$ cat src/hdl/clic_pkg.sv
// CLIC shared definitions
// Widths, privilege and register-write opcode enums, cause word layout

package clic_pkg;

  // ------------------------------------------------------------------
  // Widths
  // ------------------------------------------------------------------
  localparam int XLEN           = 64;  // Cause word and CSR data width
  localparam int LVL_W          = 8;   // Interrupt level
  localparam int VSID_W         = 6;   // Virtual supervisor id
  localparam int CAUSE_ID_FIELD = 16;  // Id field reserved in cause

  // Cause word layout
  localparam int CAUSE_IRQ_BIT = XLEN - 1;        // Interrupt flag
  localparam int CAUSE_LVL_LSB = CAUSE_ID_FIELD;  // Level sits above id field

  // ------------------------------------------------------------------
  // Enums
  // ------------------------------------------------------------------
  typedef enum logic [1:0] {
    PRIV_LVL_U = 2'b00,
    PRIV_LVL_S = 2'b01,
    PRIV_LVL_M = 2'b11  // 2'b10 reserved, never accepted
  } priv_lvl_e;

  typedef enum logic [3:0] {
    OP_PRIV     = 4'd0,  // priv in [1:0], v in [2]
    OP_MTHRESH  = 4'd1,
    OP_STHRESH  = 4'd2,
    OP_VSTHRESH = 4'd3,
    OP_MIL      = 4'd4,
    OP_SIL      = 4'd5,
    OP_VSIL     = 4'd6,
    OP_ENABLES  = 4'd7,  // sie [0], vsie [1], sgeie [2]
    OP_HGEIE    = 4'd8,  // Full 64 bit mask
    OP_VGEIN    = 4'd9   // Guest id of running VS
  } reg_op_e;

endpackage

$ cat src/hdl/clic_arbiter.sv
// CLIC arbiter
// Latches source pulses as pending bits, picks the highest level pending
// source and presents it to the hart. Requests a kill when a higher level
// source shows up behind the presented one.

`timescale 1ns/1ps

module clic_arbiter import clic_pkg::*; #(
  parameter int NumSrc = 16
) (
  input  logic                        clk_i,
  input  logic                        rst_ni,
  input  logic [NumSrc-1:0]           src_pulse_i,
  input  logic [NumSrc*LVL_W-1:0]     src_level_i,
  input  priv_lvl_e [NumSrc-1:0]      src_priv_i,
  input  logic [NumSrc-1:0]           src_v_i,
  input  logic [NumSrc*VSID_W-1:0]    src_vsid_i,
  input  logic                        irq_ready_i,
  input  logic                        clic_kill_ack_i,
  output logic                        clic_irq_valid_o,
  output logic [$clog2(NumSrc)-1:0]   clic_irq_id_o,
  output logic [LVL_W-1:0]            clic_irq_level_o,
  output priv_lvl_e                   clic_irq_priv_o,
  output logic                        clic_irq_v_o,
  output logic [VSID_W-1:0]           clic_irq_vsid_o,
  output logic                        clic_kill_req_o
);

  localparam int IdW = $clog2(NumSrc);

  logic [NumSrc-1:0] pend_q, clr_mask;
  logic              best_valid;
  logic [IdW-1:0]    best_id;
  logic [LVL_W-1:0]  best_lvl;
  logic              valid_q, kill_req_q;
  logic              taken, load, beat;

  // ------------------------------------------------------------------
  // Pending bits
  // ------------------------------------------------------------------
  assign taken    = valid_q & irq_ready_i;  // Presented irq acknowledged
  assign clr_mask = NumSrc'(taken) << clic_irq_id_o;

  always_ff @(posedge clk_i or negedge rst_ni) begin
    if (!rst_ni) begin
      pend_q <= '0;
    end else begin
      pend_q <= (pend_q & ~clr_mask) | src_pulse_i;  // New pulse wins over clear
    end
  end

  // Highest level scan, ascending ids so the lowest id keeps a tie
  always_comb begin
    best_valid = 1'b0;
    best_id    = '0;
    best_lvl   = '0;
    for (int i = 0; i < NumSrc; i++) begin
      if (pend_q[i] && (!best_valid || src_level_i[i*LVL_W +: LVL_W] > best_lvl)) begin
        best_valid = 1'b1;
        best_id    = IdW'(i);
        best_lvl   = src_level_i[i*LVL_W +: LVL_W];
      end
    end
  end

  // ------------------------------------------------------------------
  // Presented interrupt
  // ------------------------------------------------------------------
  // Reload when idle or released by a kill, never on the ack edge
  assign load = (!valid_q || clic_kill_ack_i) && !taken;
  assign beat = valid_q && best_valid && (best_lvl > clic_irq_level_o);

  always_ff @(posedge clk_i or negedge rst_ni) begin
    if (!rst_ni) begin
      valid_q    <= 1'b0;
      kill_req_q <= 1'b0;
    end else begin
      if (taken) valid_q <= 1'b0;
      else if (load) valid_q <= best_valid;
      // Kill request held until the pipeline lets go
      if (clic_kill_ack_i) kill_req_q <= 1'b0;
      else if (beat && !irq_ready_i) kill_req_q <= 1'b1;
    end
  end

  // Payload of the presented source
  always_ff @(posedge clk_i) begin
    if (load) begin
      clic_irq_id_o    <= best_id;
      clic_irq_level_o <= best_lvl;
      clic_irq_priv_o  <= src_priv_i[best_id];
      clic_irq_v_o     <= src_v_i[best_id];
      clic_irq_vsid_o  <= src_vsid_i[best_id*VSID_W +: VSID_W];
    end
  end

  assign clic_irq_valid_o = valid_q;
  assign clic_kill_req_o  = kill_req_q;

  // Presented source must still be pending
  a_present_pending: assert property (@(posedge clk_i) disable iff (!rst_ni)
    valid_q |-> pend_q[clic_irq_id_o]);

  // Kill request and the presented source both held until the ack
  a_kill_hold: assert property (@(posedge clk_i) disable iff (!rst_ni)
    kill_req_q && valid_q && !clic_kill_ack_i && !irq_ready_i |=>
      kill_req_q && $stable(clic_irq_id_o));

endmodule

$ cat src/hdl/clic_hart_regs.sv
// Hart interrupt state
// Privilege, thresholds, mintstatus levels and enables as a CSR file would
// hold them. Written by opcode, in-service level raised on acknowledge.

`timescale 1ns/1ps

module clic_hart_regs import clic_pkg::*; (
  input  logic              clk_i,
  input  logic              rst_ni,
  input  logic              reg_we_i,
  input  reg_op_e           reg_op_i,
  input  logic [XLEN-1:0]   reg_wdata_i,
  input  logic              irq_ready_i,
  input  priv_lvl_e         irq_priv_i,
  input  logic              irq_v_i,
  input  logic [LVL_W-1:0]  irq_level_i,
  output priv_lvl_e         priv_lvl_o,
  output logic              v_o,
  output logic [LVL_W-1:0]  mintthresh_o,
  output logic [LVL_W-1:0]  sintthresh_o,
  output logic [LVL_W-1:0]  vsintthresh_o,
  output logic [LVL_W-1:0]  mil_o,
  output logic [LVL_W-1:0]  sil_o,
  output logic [LVL_W-1:0]  vsil_o,
  output logic              sie_o,
  output logic              vsie_o,
  output logic              sgeie_o,
  output logic [XLEN-1:0]   hgeie_o,
  output logic [VSID_W-1:0] vgein_o
);

  always_ff @(posedge clk_i or negedge rst_ni) begin
    if (!rst_ni) begin
      priv_lvl_o    <= PRIV_LVL_M;  // Out of reset in M mode
      v_o           <= 1'b0;
      mintthresh_o  <= '0;
      sintthresh_o  <= '0;
      vsintthresh_o <= '0;
      mil_o         <= '0;
      sil_o         <= '0;
      vsil_o        <= '0;
      sie_o         <= 1'b0;
      vsie_o        <= 1'b0;
      sgeie_o       <= 1'b0;
      hgeie_o       <= '0;
      vgein_o       <= '0;
    end else begin
      // Taken irq enters service at its own level
      if (irq_ready_i) begin
        if (irq_priv_i == PRIV_LVL_M) mil_o <= irq_level_i;
        else if (irq_v_i) vsil_o <= irq_level_i;
        else sil_o <= irq_level_i;
      end
      // Software write, later assignment wins
      if (reg_we_i) begin
        unique case (reg_op_i)
          OP_PRIV: begin
            priv_lvl_o <= priv_lvl_e'(reg_wdata_i[1:0]);
            v_o        <= reg_wdata_i[2];
          end
          OP_MTHRESH:  mintthresh_o  <= reg_wdata_i[LVL_W-1:0];
          OP_STHRESH:  sintthresh_o  <= reg_wdata_i[LVL_W-1:0];
          OP_VSTHRESH: vsintthresh_o <= reg_wdata_i[LVL_W-1:0];
          OP_MIL:      mil_o         <= reg_wdata_i[LVL_W-1:0];
          OP_SIL:      sil_o         <= reg_wdata_i[LVL_W-1:0];
          OP_VSIL:     vsil_o        <= reg_wdata_i[LVL_W-1:0];
          OP_ENABLES: begin
            sie_o   <= reg_wdata_i[0];
            vsie_o  <= reg_wdata_i[1];
            sgeie_o <= reg_wdata_i[2];
          end
          OP_HGEIE:    hgeie_o       <= reg_wdata_i;
          OP_VGEIN:    vgein_o       <= reg_wdata_i[VSID_W-1:0];
          default: ;  // Unused opcodes ignored
        endcase
      end
    end
  end

endmodule

$ cat src/hdl/clic_irq_ctrl.sv
// CLIC acceptance block
// Decides from hart mode, thresholds and in-service levels whether the
// presented interrupt is taken, packs the cause word and answers kills.

`timescale 1ns/1ps

module clic_irq_ctrl import clic_pkg::*; #(
  parameter int NumSrc = 16
) (
  input  logic                      clk_i,
  input  logic                      rst_ni,
  // Hart state
  input  priv_lvl_e                 priv_lvl_i,
  input  logic                      v_i,
  input  logic [LVL_W-1:0]          mintthresh_i,
  input  logic [LVL_W-1:0]          sintthresh_i,
  input  logic [LVL_W-1:0]          vsintthresh_i,
  input  logic [LVL_W-1:0]          mil_i,
  input  logic [LVL_W-1:0]          sil_i,
  input  logic [LVL_W-1:0]          vsil_i,
  input  logic                      sie_i,
  input  logic                      vsie_i,
  input  logic                      sgeie_i,
  input  logic [XLEN-1:0]           hgeie_i,
  input  logic [VSID_W-1:0]         vgein_i,
  // Presented interrupt
  input  logic                      clic_irq_valid_i,
  input  logic                      clic_irq_ready_i,
  input  logic [$clog2(NumSrc)-1:0] clic_irq_id_i,
  input  logic [LVL_W-1:0]          clic_irq_level_i,
  input  priv_lvl_e                 clic_irq_priv_i,
  input  logic                      clic_irq_v_i,
  input  logic [VSID_W-1:0]         clic_irq_vsid_i,
  input  logic                      clic_kill_req_i,
  output logic                      clic_kill_ack_o,
  // To pipeline
  output logic                      clic_irq_req_o,
  output priv_lvl_e                 clic_irq_priv_o,
  output logic                      clic_irq_v_o,
  output logic [XLEN-1:0]           clic_irq_cause_o
);

  localparam int IdW = $clog2(NumSrc);

  logic [LVL_W-1:0] m_thr, s_thr, vs_thr;
  logic             inflight_q;
  logic             above_m, above_s, above_vs;

  function automatic logic [LVL_W-1:0] max_lvl(input logic [LVL_W-1:0] a,
                                                input logic [LVL_W-1:0] b);
    return (a > b) ? a : b;
  endfunction

  // ------------------------------------------------------------------
  // Effective thresholds
  // ------------------------------------------------------------------
  assign m_thr    = max_lvl(mintthresh_i, mil_i);   // In-service level raises the bar
  assign s_thr    = max_lvl(sintthresh_i, sil_i);
  assign vs_thr   = max_lvl(vsintthresh_i, vsil_i);
  assign above_m  = clic_irq_level_i > m_thr;
  assign above_s  = clic_irq_level_i > s_thr;
  assign above_vs = clic_irq_level_i > vs_thr;

  // ------------------------------------------------------------------
  // Acceptance
  // ------------------------------------------------------------------
  always_comb begin
    clic_irq_priv_o = clic_irq_priv_i;
    clic_irq_v_o    = 1'b0;
    clic_irq_req_o  = 1'b0;
    unique case (priv_lvl_i)
      PRIV_LVL_M: begin
        // Only higher M interrupts
        clic_irq_req_o = clic_irq_valid_i && (clic_irq_priv_i == PRIV_LVL_M) && above_m;
      end
      PRIV_LVL_S: begin
        if (clic_irq_priv_i == PRIV_LVL_M) begin
          clic_irq_req_o = clic_irq_valid_i;  // M always preempts S
        end else if (clic_irq_priv_i == PRIV_LVL_S) begin
          if (v_i && clic_irq_v_i) begin
            if (clic_irq_vsid_i == vgein_i) begin
              // Guest currently running
              clic_irq_req_o = clic_irq_valid_i && above_vs && vsie_i;
              clic_irq_v_o   = 1'b1;
            end else begin
              // Other guest, trap to hypervisor
              clic_irq_req_o = clic_irq_valid_i && sgeie_i && hgeie_i[clic_irq_vsid_i];
            end
          end else if (v_i) begin
            clic_irq_req_o = clic_irq_valid_i && above_s;  // Host S, sie implied
          end else if (!clic_irq_v_i) begin
            clic_irq_req_o = clic_irq_valid_i && above_s && sie_i;
          end
          // Virtual irq in HS mode dropped
        end
      end
      PRIV_LVL_U: begin
        clic_irq_req_o = clic_irq_valid_i &&
                         ((clic_irq_priv_i == PRIV_LVL_M) ||
                          (clic_irq_priv_i == PRIV_LVL_S && sie_i));
      end
      default: ;  // Reserved mode takes nothing
    endcase
  end

  // Cause word: flag, level, id
  always_comb begin
    clic_irq_cause_o                               = '0;
    clic_irq_cause_o[CAUSE_IRQ_BIT]                = 1'b1;
    clic_irq_cause_o[CAUSE_LVL_LSB +: LVL_W]       = clic_irq_level_i;
    clic_irq_cause_o[IdW-1:0]                      = clic_irq_id_i;
  end

  // ------------------------------------------------------------------
  // Kill handshake
  // ------------------------------------------------------------------
  // No kill while an irq sits in the pipeline or is taken right now
  assign clic_kill_ack_o = clic_kill_req_i & ~inflight_q & ~clic_irq_req_o;

  always_ff @(posedge clk_i or negedge rst_ni) begin
    if (!rst_ni) begin
      inflight_q <= 1'b0;
    end else if (inflight_q) begin
      inflight_q <= ~clic_irq_ready_i;  // Only the pipeline ack ends it
    end else begin
      inflight_q <= clic_irq_req_o & ~clic_irq_ready_i;  // Acked at once, never in flight
    end
  end

  // An irq handed over and not yet acked is never killed next cycle
  a_no_kill_inflight: assert property (@(posedge clk_i) disable iff (!rst_ni)
    clic_irq_req_o && !clic_irq_ready_i |=> !clic_kill_ack_o);

endmodule

$ cat src/hdl/clic_top.sv
// CLIC subsystem top
// Arbiter, acceptance block and hart state registers wired together

`timescale 1ns/1ps

module clic_top import clic_pkg::*; #(
  parameter int NumSrc = 16
) (
  input  logic                     clk_i,
  input  logic                     rst_ni,
  input  logic [NumSrc-1:0]        src_pulse_i,
  input  logic [NumSrc*LVL_W-1:0]  src_level_i,
  input  priv_lvl_e [NumSrc-1:0]   src_priv_i,
  input  logic [NumSrc-1:0]        src_v_i,
  input  logic [NumSrc*VSID_W-1:0] src_vsid_i,
  input  logic                     reg_we_i,
  input  reg_op_e                  reg_op_i,
  input  logic [XLEN-1:0]          reg_wdata_i,
  input  logic                     irq_ready_i,
  output logic                     irq_req_o,
  output priv_lvl_e                irq_priv_o,
  output logic                     irq_v_o,
  output logic [XLEN-1:0]          irq_cause_o
);

  localparam int IdW = $clog2(NumSrc);

  // Arbiter to acceptance block
  logic              clic_irq_valid, clic_irq_v, clic_kill_req, clic_kill_ack;
  logic [IdW-1:0]    clic_irq_id;
  logic [LVL_W-1:0]  clic_irq_level;
  priv_lvl_e         clic_irq_priv;
  logic [VSID_W-1:0] clic_irq_vsid;

  // Hart state
  priv_lvl_e         priv_lvl;
  logic              v, sie, vsie, sgeie;
  logic [LVL_W-1:0]  mintthresh, sintthresh, vsintthresh, mil, sil, vsil;
  logic [XLEN-1:0]   hgeie;
  logic [VSID_W-1:0] vgein;

  clic_arbiter #(.NumSrc(NumSrc)) u_arbiter (
    .clk_i, .rst_ni, .src_pulse_i, .src_level_i, .src_priv_i, .src_v_i, .src_vsid_i,
    .irq_ready_i,
    .clic_kill_ack_i  (clic_kill_ack),
    .clic_irq_valid_o (clic_irq_valid),
    .clic_irq_id_o    (clic_irq_id),
    .clic_irq_level_o (clic_irq_level),
    .clic_irq_priv_o  (clic_irq_priv),
    .clic_irq_v_o     (clic_irq_v),
    .clic_irq_vsid_o  (clic_irq_vsid),
    .clic_kill_req_o  (clic_kill_req)
  );

  clic_irq_ctrl #(.NumSrc(NumSrc)) u_irq_ctrl (
    .clk_i, .rst_ni,
    .priv_lvl_i (priv_lvl), .v_i (v),
    .mintthresh_i (mintthresh), .sintthresh_i (sintthresh), .vsintthresh_i (vsintthresh),
    .mil_i (mil), .sil_i (sil), .vsil_i (vsil),
    .sie_i (sie), .vsie_i (vsie), .sgeie_i (sgeie), .hgeie_i (hgeie), .vgein_i (vgein),
    .clic_irq_valid_i (clic_irq_valid),
    .clic_irq_ready_i (irq_ready_i),
    .clic_irq_id_i    (clic_irq_id),
    .clic_irq_level_i (clic_irq_level),
    .clic_irq_priv_i  (clic_irq_priv),
    .clic_irq_v_i     (clic_irq_v),
    .clic_irq_vsid_i  (clic_irq_vsid),
    .clic_kill_req_i  (clic_kill_req),
    .clic_kill_ack_o  (clic_kill_ack),
    .clic_irq_req_o   (irq_req_o),
    .clic_irq_priv_o  (irq_priv_o),
    .clic_irq_v_o     (irq_v_o),
    .clic_irq_cause_o (irq_cause_o)
  );

  clic_hart_regs u_hart_regs (
    .clk_i, .rst_ni, .reg_we_i, .reg_op_i, .reg_wdata_i, .irq_ready_i,
    .irq_priv_i (irq_priv_o), .irq_v_i (irq_v_o), .irq_level_i (clic_irq_level),
    .priv_lvl_o (priv_lvl), .v_o (v),
    .mintthresh_o (mintthresh), .sintthresh_o (sintthresh), .vsintthresh_o (vsintthresh),
    .mil_o (mil), .sil_o (sil), .vsil_o (vsil),
    .sie_o (sie), .vsie_o (vsie), .sgeie_o (sgeie), .hgeie_o (hgeie), .vgein_o (vgein)
  );

endmodule

$ cat config.mk
export PLATFORM = sky130hd
export DESIGN_NAME = clic_top
export DESIGN_NICKNAME = d
export VERILOG_FILES = /design/src/hdl/clic_pkg.sv /design/src/hdl/clic_arbiter.sv /design/src/hdl/clic_hart_regs.sv /design/src/hdl/clic_irq_ctrl.sv /design/src/hdl/clic_top.sv
export SDC_FILE = /design/constraint.sdc
export NUM_CORES = 1
export LEC_CHECK = 0
export BUFFER_PORTS_ARGS = -buffer_cell sky130_fd_sc_hd__buf_4
export CAP_MARGIN = 20
export CORE_MARGIN = 2
export CORE_UTILIZATION = 40
export DETAILED_ROUTE_END_ITERATION = 6
export PLACE_DENSITY = 0.72
export SLEW_MARGIN = 20
export SYNTH_ARGS = -nofsm -noshare
export SYNTH_HDL_FRONTEND = slang
export SYNTH_SLANG_ARGS = --single-unit
$ cat constraint.sdc
create_clock -name clk_i -period 36.9 [get_ports clk_i]
set_clock_uncertainty 0.05 [all_clocks]
set_input_delay 0 -clock clk_i [delete_from_list [all_inputs] [get_ports clk_i]]
set_output_delay 0 -clock clk_i [all_outputs]
set_load 0.01 [all_outputs]
==> reports/qor.yml, run 1 <==
yosys:
  synth_edf_count: 21
  yosysWarnings: 0
  synth_ff_type: "dfrtp_1"
  ys_ff_latch: 164
  ys_types: 97
  syn_inst: 1694
  synthArstFlopShare_pct: 87.2
  ys_seq_area_share_pct: 27.2
  syn_area_um2: 15500
  syn_avg_cell_area_um2: 9.15
timing:
  worst_slew_pin_slew_ps: 960
  setup_tns_ps: 0
  grt_setup_unrepaired: "no"
  final.min_clock_period_ps: 34090
  hold_viol_final: 0
  fmax_mhz: 29.3
  hold_ws_ps: 17.4
  max_slew_margin_pct: 35.6
  maxSlewViolCount: 0
  final-setup-viol-count: 0
  min_period_over_period_pct: 92.4
flow_run:
  maxCapViolCount: 0
floorplanning:
  core_area_um2: 38500
  die_x_um: 201
  initial_utilization_pct: 40.3
  die_height_um: 201
  dieArea_um2: 40300
  ios: 428
  row_count: 72
worst_setup_path:
  slowest_stage: "or4b_1"
  critPathArrivalTime_ps: 34230
  cp.buffers_inverters: 7
  cp_common_cell: "a21o_1"
  crit_required_ps: 37040
  cp-start-kind: "flip-flop"
  cpPeakStageDelay_ps: 820
  crit_family: "compound AO/OA/AOI/OAI gates"
  critPathMaxFanout: 20
  path_class: "reg2reg"
  end_kind: "flip-flop"
detailed_routing:
  vias_per_cell: 5.55
  wire_per_inst_um: 19.6
  drt-total-wl_um: 52400
  vias: 14800
  drtIter0Drc: 1121
  drc_errors: 0
  final_antenna_net_count: 0
  first_pass_iters: 5
place:
  port_buffers: 375
  place_area_um2: 18600
  dp_hpwl_um: 41200
  gp_congestion: 0.971
clocking:
  cts.clk_slew.worst_paths_ps: 70
  ctsRootBufferMaster: "clkbuf_16"
  clock_path_buffers: 2
  clock_latency_ps: 440
  cts_tree: "done"
  numClockSinks: 164
  numCtsBuffers: 17
  cts.htree.levels: 4
global_route:
  grt_overflow_total: 0
  grt_pass1_wl_um: 81500
  grtUsageTotal_pct: 25.3
  grt_antenna_before_repair: 4
  grt_pass1_vias: 15200
  grt_max_degree: 97
layout:
  drive_gt1_share_pct: 28.6
  final_nets: 2671
  fin_area_um2: 20300
  areaGrowthSynthToFinish_pct: 30.8
run_status:
  status: "finished, final reports clean"
worst_hold_path:
  hold_path_class: "in2reg"
-- what timing repair did --
action / in CTS / in global routing
hold endpoints to repair: 250 / 0
gates resized for setup: 0 / 4
endpoints found under the setup margin: 0 / 10
setup buffers: 0 / 4
hold buffers: 103 / 0
-- flip-flops by register name, summed over array words and instances, names as in the netlist --
signal / cells
u_hart_regs.vgein_o: 6
u_hart_regs.priv_lvl_o: 2
u_arbiter.clic_irq_v_o: 1
u_arbiter.clic_irq_valid_o: 1
u_arbiter.clic_irq_level_o: 8
u_arbiter.pend_q: 16
u_hart_regs.sintthresh_o: 8
u_hart_regs.mintthresh_o: 8
u_hart_regs.vsie_o: 1
u_hart_regs.mil_o: 8
u_arbiter.clic_irq_vsid_o: 6
u_arbiter.clic_kill_req_o: 1
u_hart_regs.hgeie_o: 64
u_hart_regs.sil_o: 8
u_hart_regs.v_o: 1
u_hart_regs.sie_o: 1
u_irq_ctrl.inflight_q: 1
u_arbiter.clic_irq_id_o: 4
u_arbiter.clic_irq_priv_o: 2
u_hart_regs.vsintthresh_o: 8
u_hart_regs.sgeie_o: 1
u_hart_regs.vsil_o: 8
-- cell type report --
type | instances | area, µm²
Fill cell | 3410 | 18200
Multi-Input combinational cell | 1346 | 10400
Sequential cell | 164 | 4210
Timing Repair Buffer | 490 | 3940
Tap cell | 518 | 648
Inverter | 125 | 469
Clock buffer | 19 | 443
Clock inverter | 10 | 126
Antenna cell | 3 | 7.51
-- worst paths after layout --
| kind | startpoint | end | slack (ps) | cells after the start |
|---|---|---|---|---|
| max in group asynchronous | rst_ni | u_hart_regs.sintthresh_o[6] | 35420 | 3 |
| worst min-delay path | reg_op_i[0] | u_hart_regs.mil_o[6] | 20 | 4 |
| min in group asynchronous | rst_ni | u_hart_regs.hgeie_o[53] | 170 | 2 |
| worst max register to register | u_arbiter.pend_q[0] | u_arbiter.clic_irq_priv_o[1] | 2810 | 150 |
| worst max-delay path | u_arbiter.pend_q[0] | u_arbiter.clic_irq_priv_o[1] | 2810 | 150 |
| worst min register to register | u_arbiter.clic_kill_req_o | u_arbiter.clic_kill_req_o | 440 | 1 |
-- stage by stage --
step | setup WS [ps] | utilization, % | instances
2_1_floorplan | 7020 | - | 1744
3_3_place_gp | 3050 | 48.4 | 2536
3_5_place_dp | 1930 | 48.4 | 2536
4_1_cts | 1310 | 52.5 | 2668
5_1_grt | 191 | 52.7 | 2675
6_report | 2810 | 52.7 | 2675
-- kinds of logic (layout without fill, tap and decap cells) --
group | after synthesis | count (layout) | share of synthesized area [%]
AO/OA/AOI/OAI | 440 | 440 | 19.4
XOR/XNOR | 10 | 10 | 0.565
adder cells (fa/ha/maj) | 167 | 167 | 13.5
buffers and inverters | 234 | 644 | 7.19
flip-flops | 164 | 164 | 27.2
multiplexers | 243 | 243 | 18.5
other | 2 | 55 | 0.0484
AND/OR/NAND/NOR | 434 | 434 | 13.7
-- placed cells by master, fill, tap and decap left out, drive strengths merged, types with 23 or more instances in the layout --
master | netlist | routed
buf | 75 | 387
mux2 | 132 | 132
nor3 | 23 | 23
ha | 167 | 167
o21ai | 106 | 106
mux2i | 90 | 90
o211ai | 25 | 25
a21oi | 98 | 98
dfrtp | 141 | 141
a21o | 55 | 55
nand2 | 108 | 108
dlygate4sd3 | 0 | 103
o21a | 27 | 27
nand2b | 47 | 47
conb | 2 | 52
inv | 125 | 128
nand3 | 44 | 44
nor2 | 126 | 126
-- layer usage --
metal	wire (µm)	part of all wire (%)	track usage (%)
met4	1560	3.0	8.25
met5	45	0.086	0
met3	3010	5.7	3.15
met2	25900	49	44.2
met1	21900	42	32.4
-- worst min-delay path, cell delays in order --
cell,delay [ps]
buf_4,130
nor3_2,140
nand2_1,90
o21ai_0,70
-- synthesized netlist by cell type, drive strengths merged (23+ instances only) --
cell / instances / area (µm²)
nor2: 126 / 473
dfrtp: 141 / 3530
o211ai: 25 / 193
o21a: 27 / 203
mux2: 132 / 1490
inv: 125 / 469
buf: 75 / 518
nand2b: 47 / 294
o21ai: 106 / 546
a21o: 55 / 413
nor3: 23 / 131
a21oi: 98 / 494
ha: 167 / 2090
mux2i: 90 / 905
nand3: 44 / 225
clkbuf: 34 / 128
nand2: 108 / 405
Power of run 1 is not shown: default switching activity piles up to over one toggle a cycle in this logic, so the estimate is an artifact.
==> run 2, diff against run 1 <==
- GPL_ROUTABILITY_DRIVEN: unset -> 0
- clock period: 36.9 -> 33 ns (I/O delays scaled with it)
==> run 2 against run 1 <==
Against the previous run: flip-flop and latch count unchanged; worst setup slack worse by 860 ps; critical endpoint unchanged; fmax up 9.8%; cell count up 0.90%.
==> reports/qor.yml, run 2 (synthesis results as in run 1) <==
flow_run:
  maxCapViolCount: 0
timing:
  fmax_mhz: 32.2
  min_period_over_period_pct: 94.1
  grt_setup_unrepaired: "no"
  maxSlewViolCount: 0
  hold_viol_final: 0
  final-setup-viol-count: 0
  worst_slew_pin_slew_ps: 1010
  fin_ws_ps: 1950
  final.min_clock_period_ps: 31050
  max_slew_margin_pct: 32.5
global_route:
  grt_overflow_total: 0
  grt_pass1_wl_um: 80600
  grt_pass1_vias: 15000
  grt_max_degree: 83
  grt_antenna_before_repair: 2
  grtUsageTotal_pct: 24.9
clocking:
  cts.htree.levels: 4
  cts_tree: "done"
  cts.clk_slew.worst_paths_ps: 80
  numClockSinks: 164
  numCtsBuffers: 17
  ctsRootBufferMaster: "clkbuf_16"
  clock_latency_ps: 430
  clock_path_buffers: 2
worst_setup_path:
  end_kind: "flip-flop"
  rrSetupSlack_ps: 1950
  crit_required_ps: 33100
  reg2reg_depth: 150
  crit_family: "compound AO/OA/AOI/OAI gates"
  timing.rr.end: "u_arbiter.clic_irq_priv_o[1]"
  cp.depth: 150
  critPathMaxFanout: 20
  cp-start-kind: "flip-flop"
  critPathArrivalTime_ps: 31160
  cp.buffers_inverters: 11
  r2r_start: "u_arbiter.pend_q[0]"
  cpPeakStageDelay_ps: 630
  slowest_stage: "or4b_4"
  path_class: "reg2reg"
layout:
  final_nets: 2693
  final_common_cell: "buf_4"
  final_cell_mix: "buf_4 (394), ha_1 (167), dfrtp_1 (140)"
  areaGrowthSynthToFinish_pct: 32.8
  largest_reg_flops: 64
  top_regs: "u_hart_regs.hgeie_o: 64 flops, u_arbiter.pend_q: 16 flops"
  drive_gt1_share_pct: 29.4
  max_flop_register: "u_hart_regs.hgeie_o"
floorplanning:
  initial_utilization_pct: 40.3
  die_x_um: 201
  ios: 428
  row_count: 72
  dieArea_um2: 40300
  core_area_um2: 38500
  die_height_um: 201
worst_hold_path:
  hold-path-cell-count: 4
  hold_path_class: "in2reg"
  min_to: "u_arbiter.clic_irq_vsid_o[5]"
  hp-start: "src_vsid_i[89]"
detailed_routing:
  drtIter0Drc: 1053
  drc_errors: 0
  wire_per_inst_um: 19.3
  first_pass_iters: 5
  final_antenna_net_count: 0
  vias: 15100
  drt-total-wl_um: 52200
  vias_per_cell: 5.60
place:
  dp_hpwl_um: 40500
  place_worst_setup_slack_ps: -1030
  port_buffers: 375
run_status:
  status: "finished, final reports clean"
-- run 2: changes by cell type in the layout (fill, tap and decap cells not counted), sizes merged --
| cell | change |
|---|---|
| buf | +8 |
| bufinv | -1 |
| clkbuf | -2 |
| clkinv | +1 |
| diode | -1 |
| dlygate4sd3 | +14 |
| inv | +5 |
-- run 2: what timing repair did --
action	CTS	global route
gates resized for setup	4	19
pin swaps	1	4
setup endpoints to repair	11	22
hold buffers	117	0
endpoints found under the hold margin	235	0
buffers inserted	1	9
-- run 2: final cells by class --
class,instances,area (µm²)
clock buffer,17,425
antenna,2,5.00
inverter,125,469
sequential,164,4210
timing repair buffer,512,4140
clock inverter,15,168
multi-input combinational,1346,10500
tap,518,648
fill,3399,17900
-- run 2: worst max path at each step --
| stage | start | endpoint | slack [ps] |
|---|---|---|---|
| global route | u_arbiter.pend_q[0] | u_arbiter.clic_irq_priv_o[1] | 30 |
| detailed placement | u_arbiter.pend_q[0] | u_arbiter.clic_irq_priv_o[1] | -1030 |
| CTS | u_arbiter.pend_q[0] | u_arbiter.clic_irq_priv_o[1] | 110 |
| global placement | u_arbiter.pend_q[0] | u_arbiter.clic_irq_priv_o[1] | 620 |
| floorplan | u_arbiter.pend_q[0] | u_arbiter.clic_irq_vsid_o[4] | 3120 |
| finish | u_arbiter.pend_q[0] | u_arbiter.clic_irq_priv_o[1] | 1950 |
-- run 2: stage by stage --
| step | std cells | instance area, µm² | hold WS (ps) | TNS (ps) | utilization [%] |
|---|---|---|---|---|---|
| 2_1_floorplan | 1744 | 15700 | -346 | 0 | - |
| 6_report | 2699 | 20600 | 20.7 | 0 | 53.5 |
| 5_1_grt | 2699 | 20600 | 7.49 | 0 | 53.5 |
| 3_3_place_gp | 2538 | 18600 | 47.5 | 0 | 48.4 |
| 3_5_place_dp | 2538 | 18600 | 53.7 | -9270 | 48.4 |
| 4_1_cts | 2688 | 20400 | 1.68 | 0 | 53.1 |
-- run 2: per-layer routing --
layer / wire [µm] / GRT usage (%) / vias up
li1: - / - / 7081
met1: 22000 / 32.2 / 7324
met2: 25700 / 43.1 / 589
met3: 2870 / 2.92 / 115
met4: 1730 / 8.70 / 0
met5: 0 / 0 / -
-- run 2: worst register-to-register path, delay by kind of cell, from the launching register on --
kind                       cells  cell delay [ps]
AOI/OAI and AO/OA             84            16960
adders and majority gates     15             4320
buffers and inverters         11             1580
DFF                            1              540
muxes                          8             2470
and+or+nand+nor               32             4940
Power of run 2 is left out for the same reason.
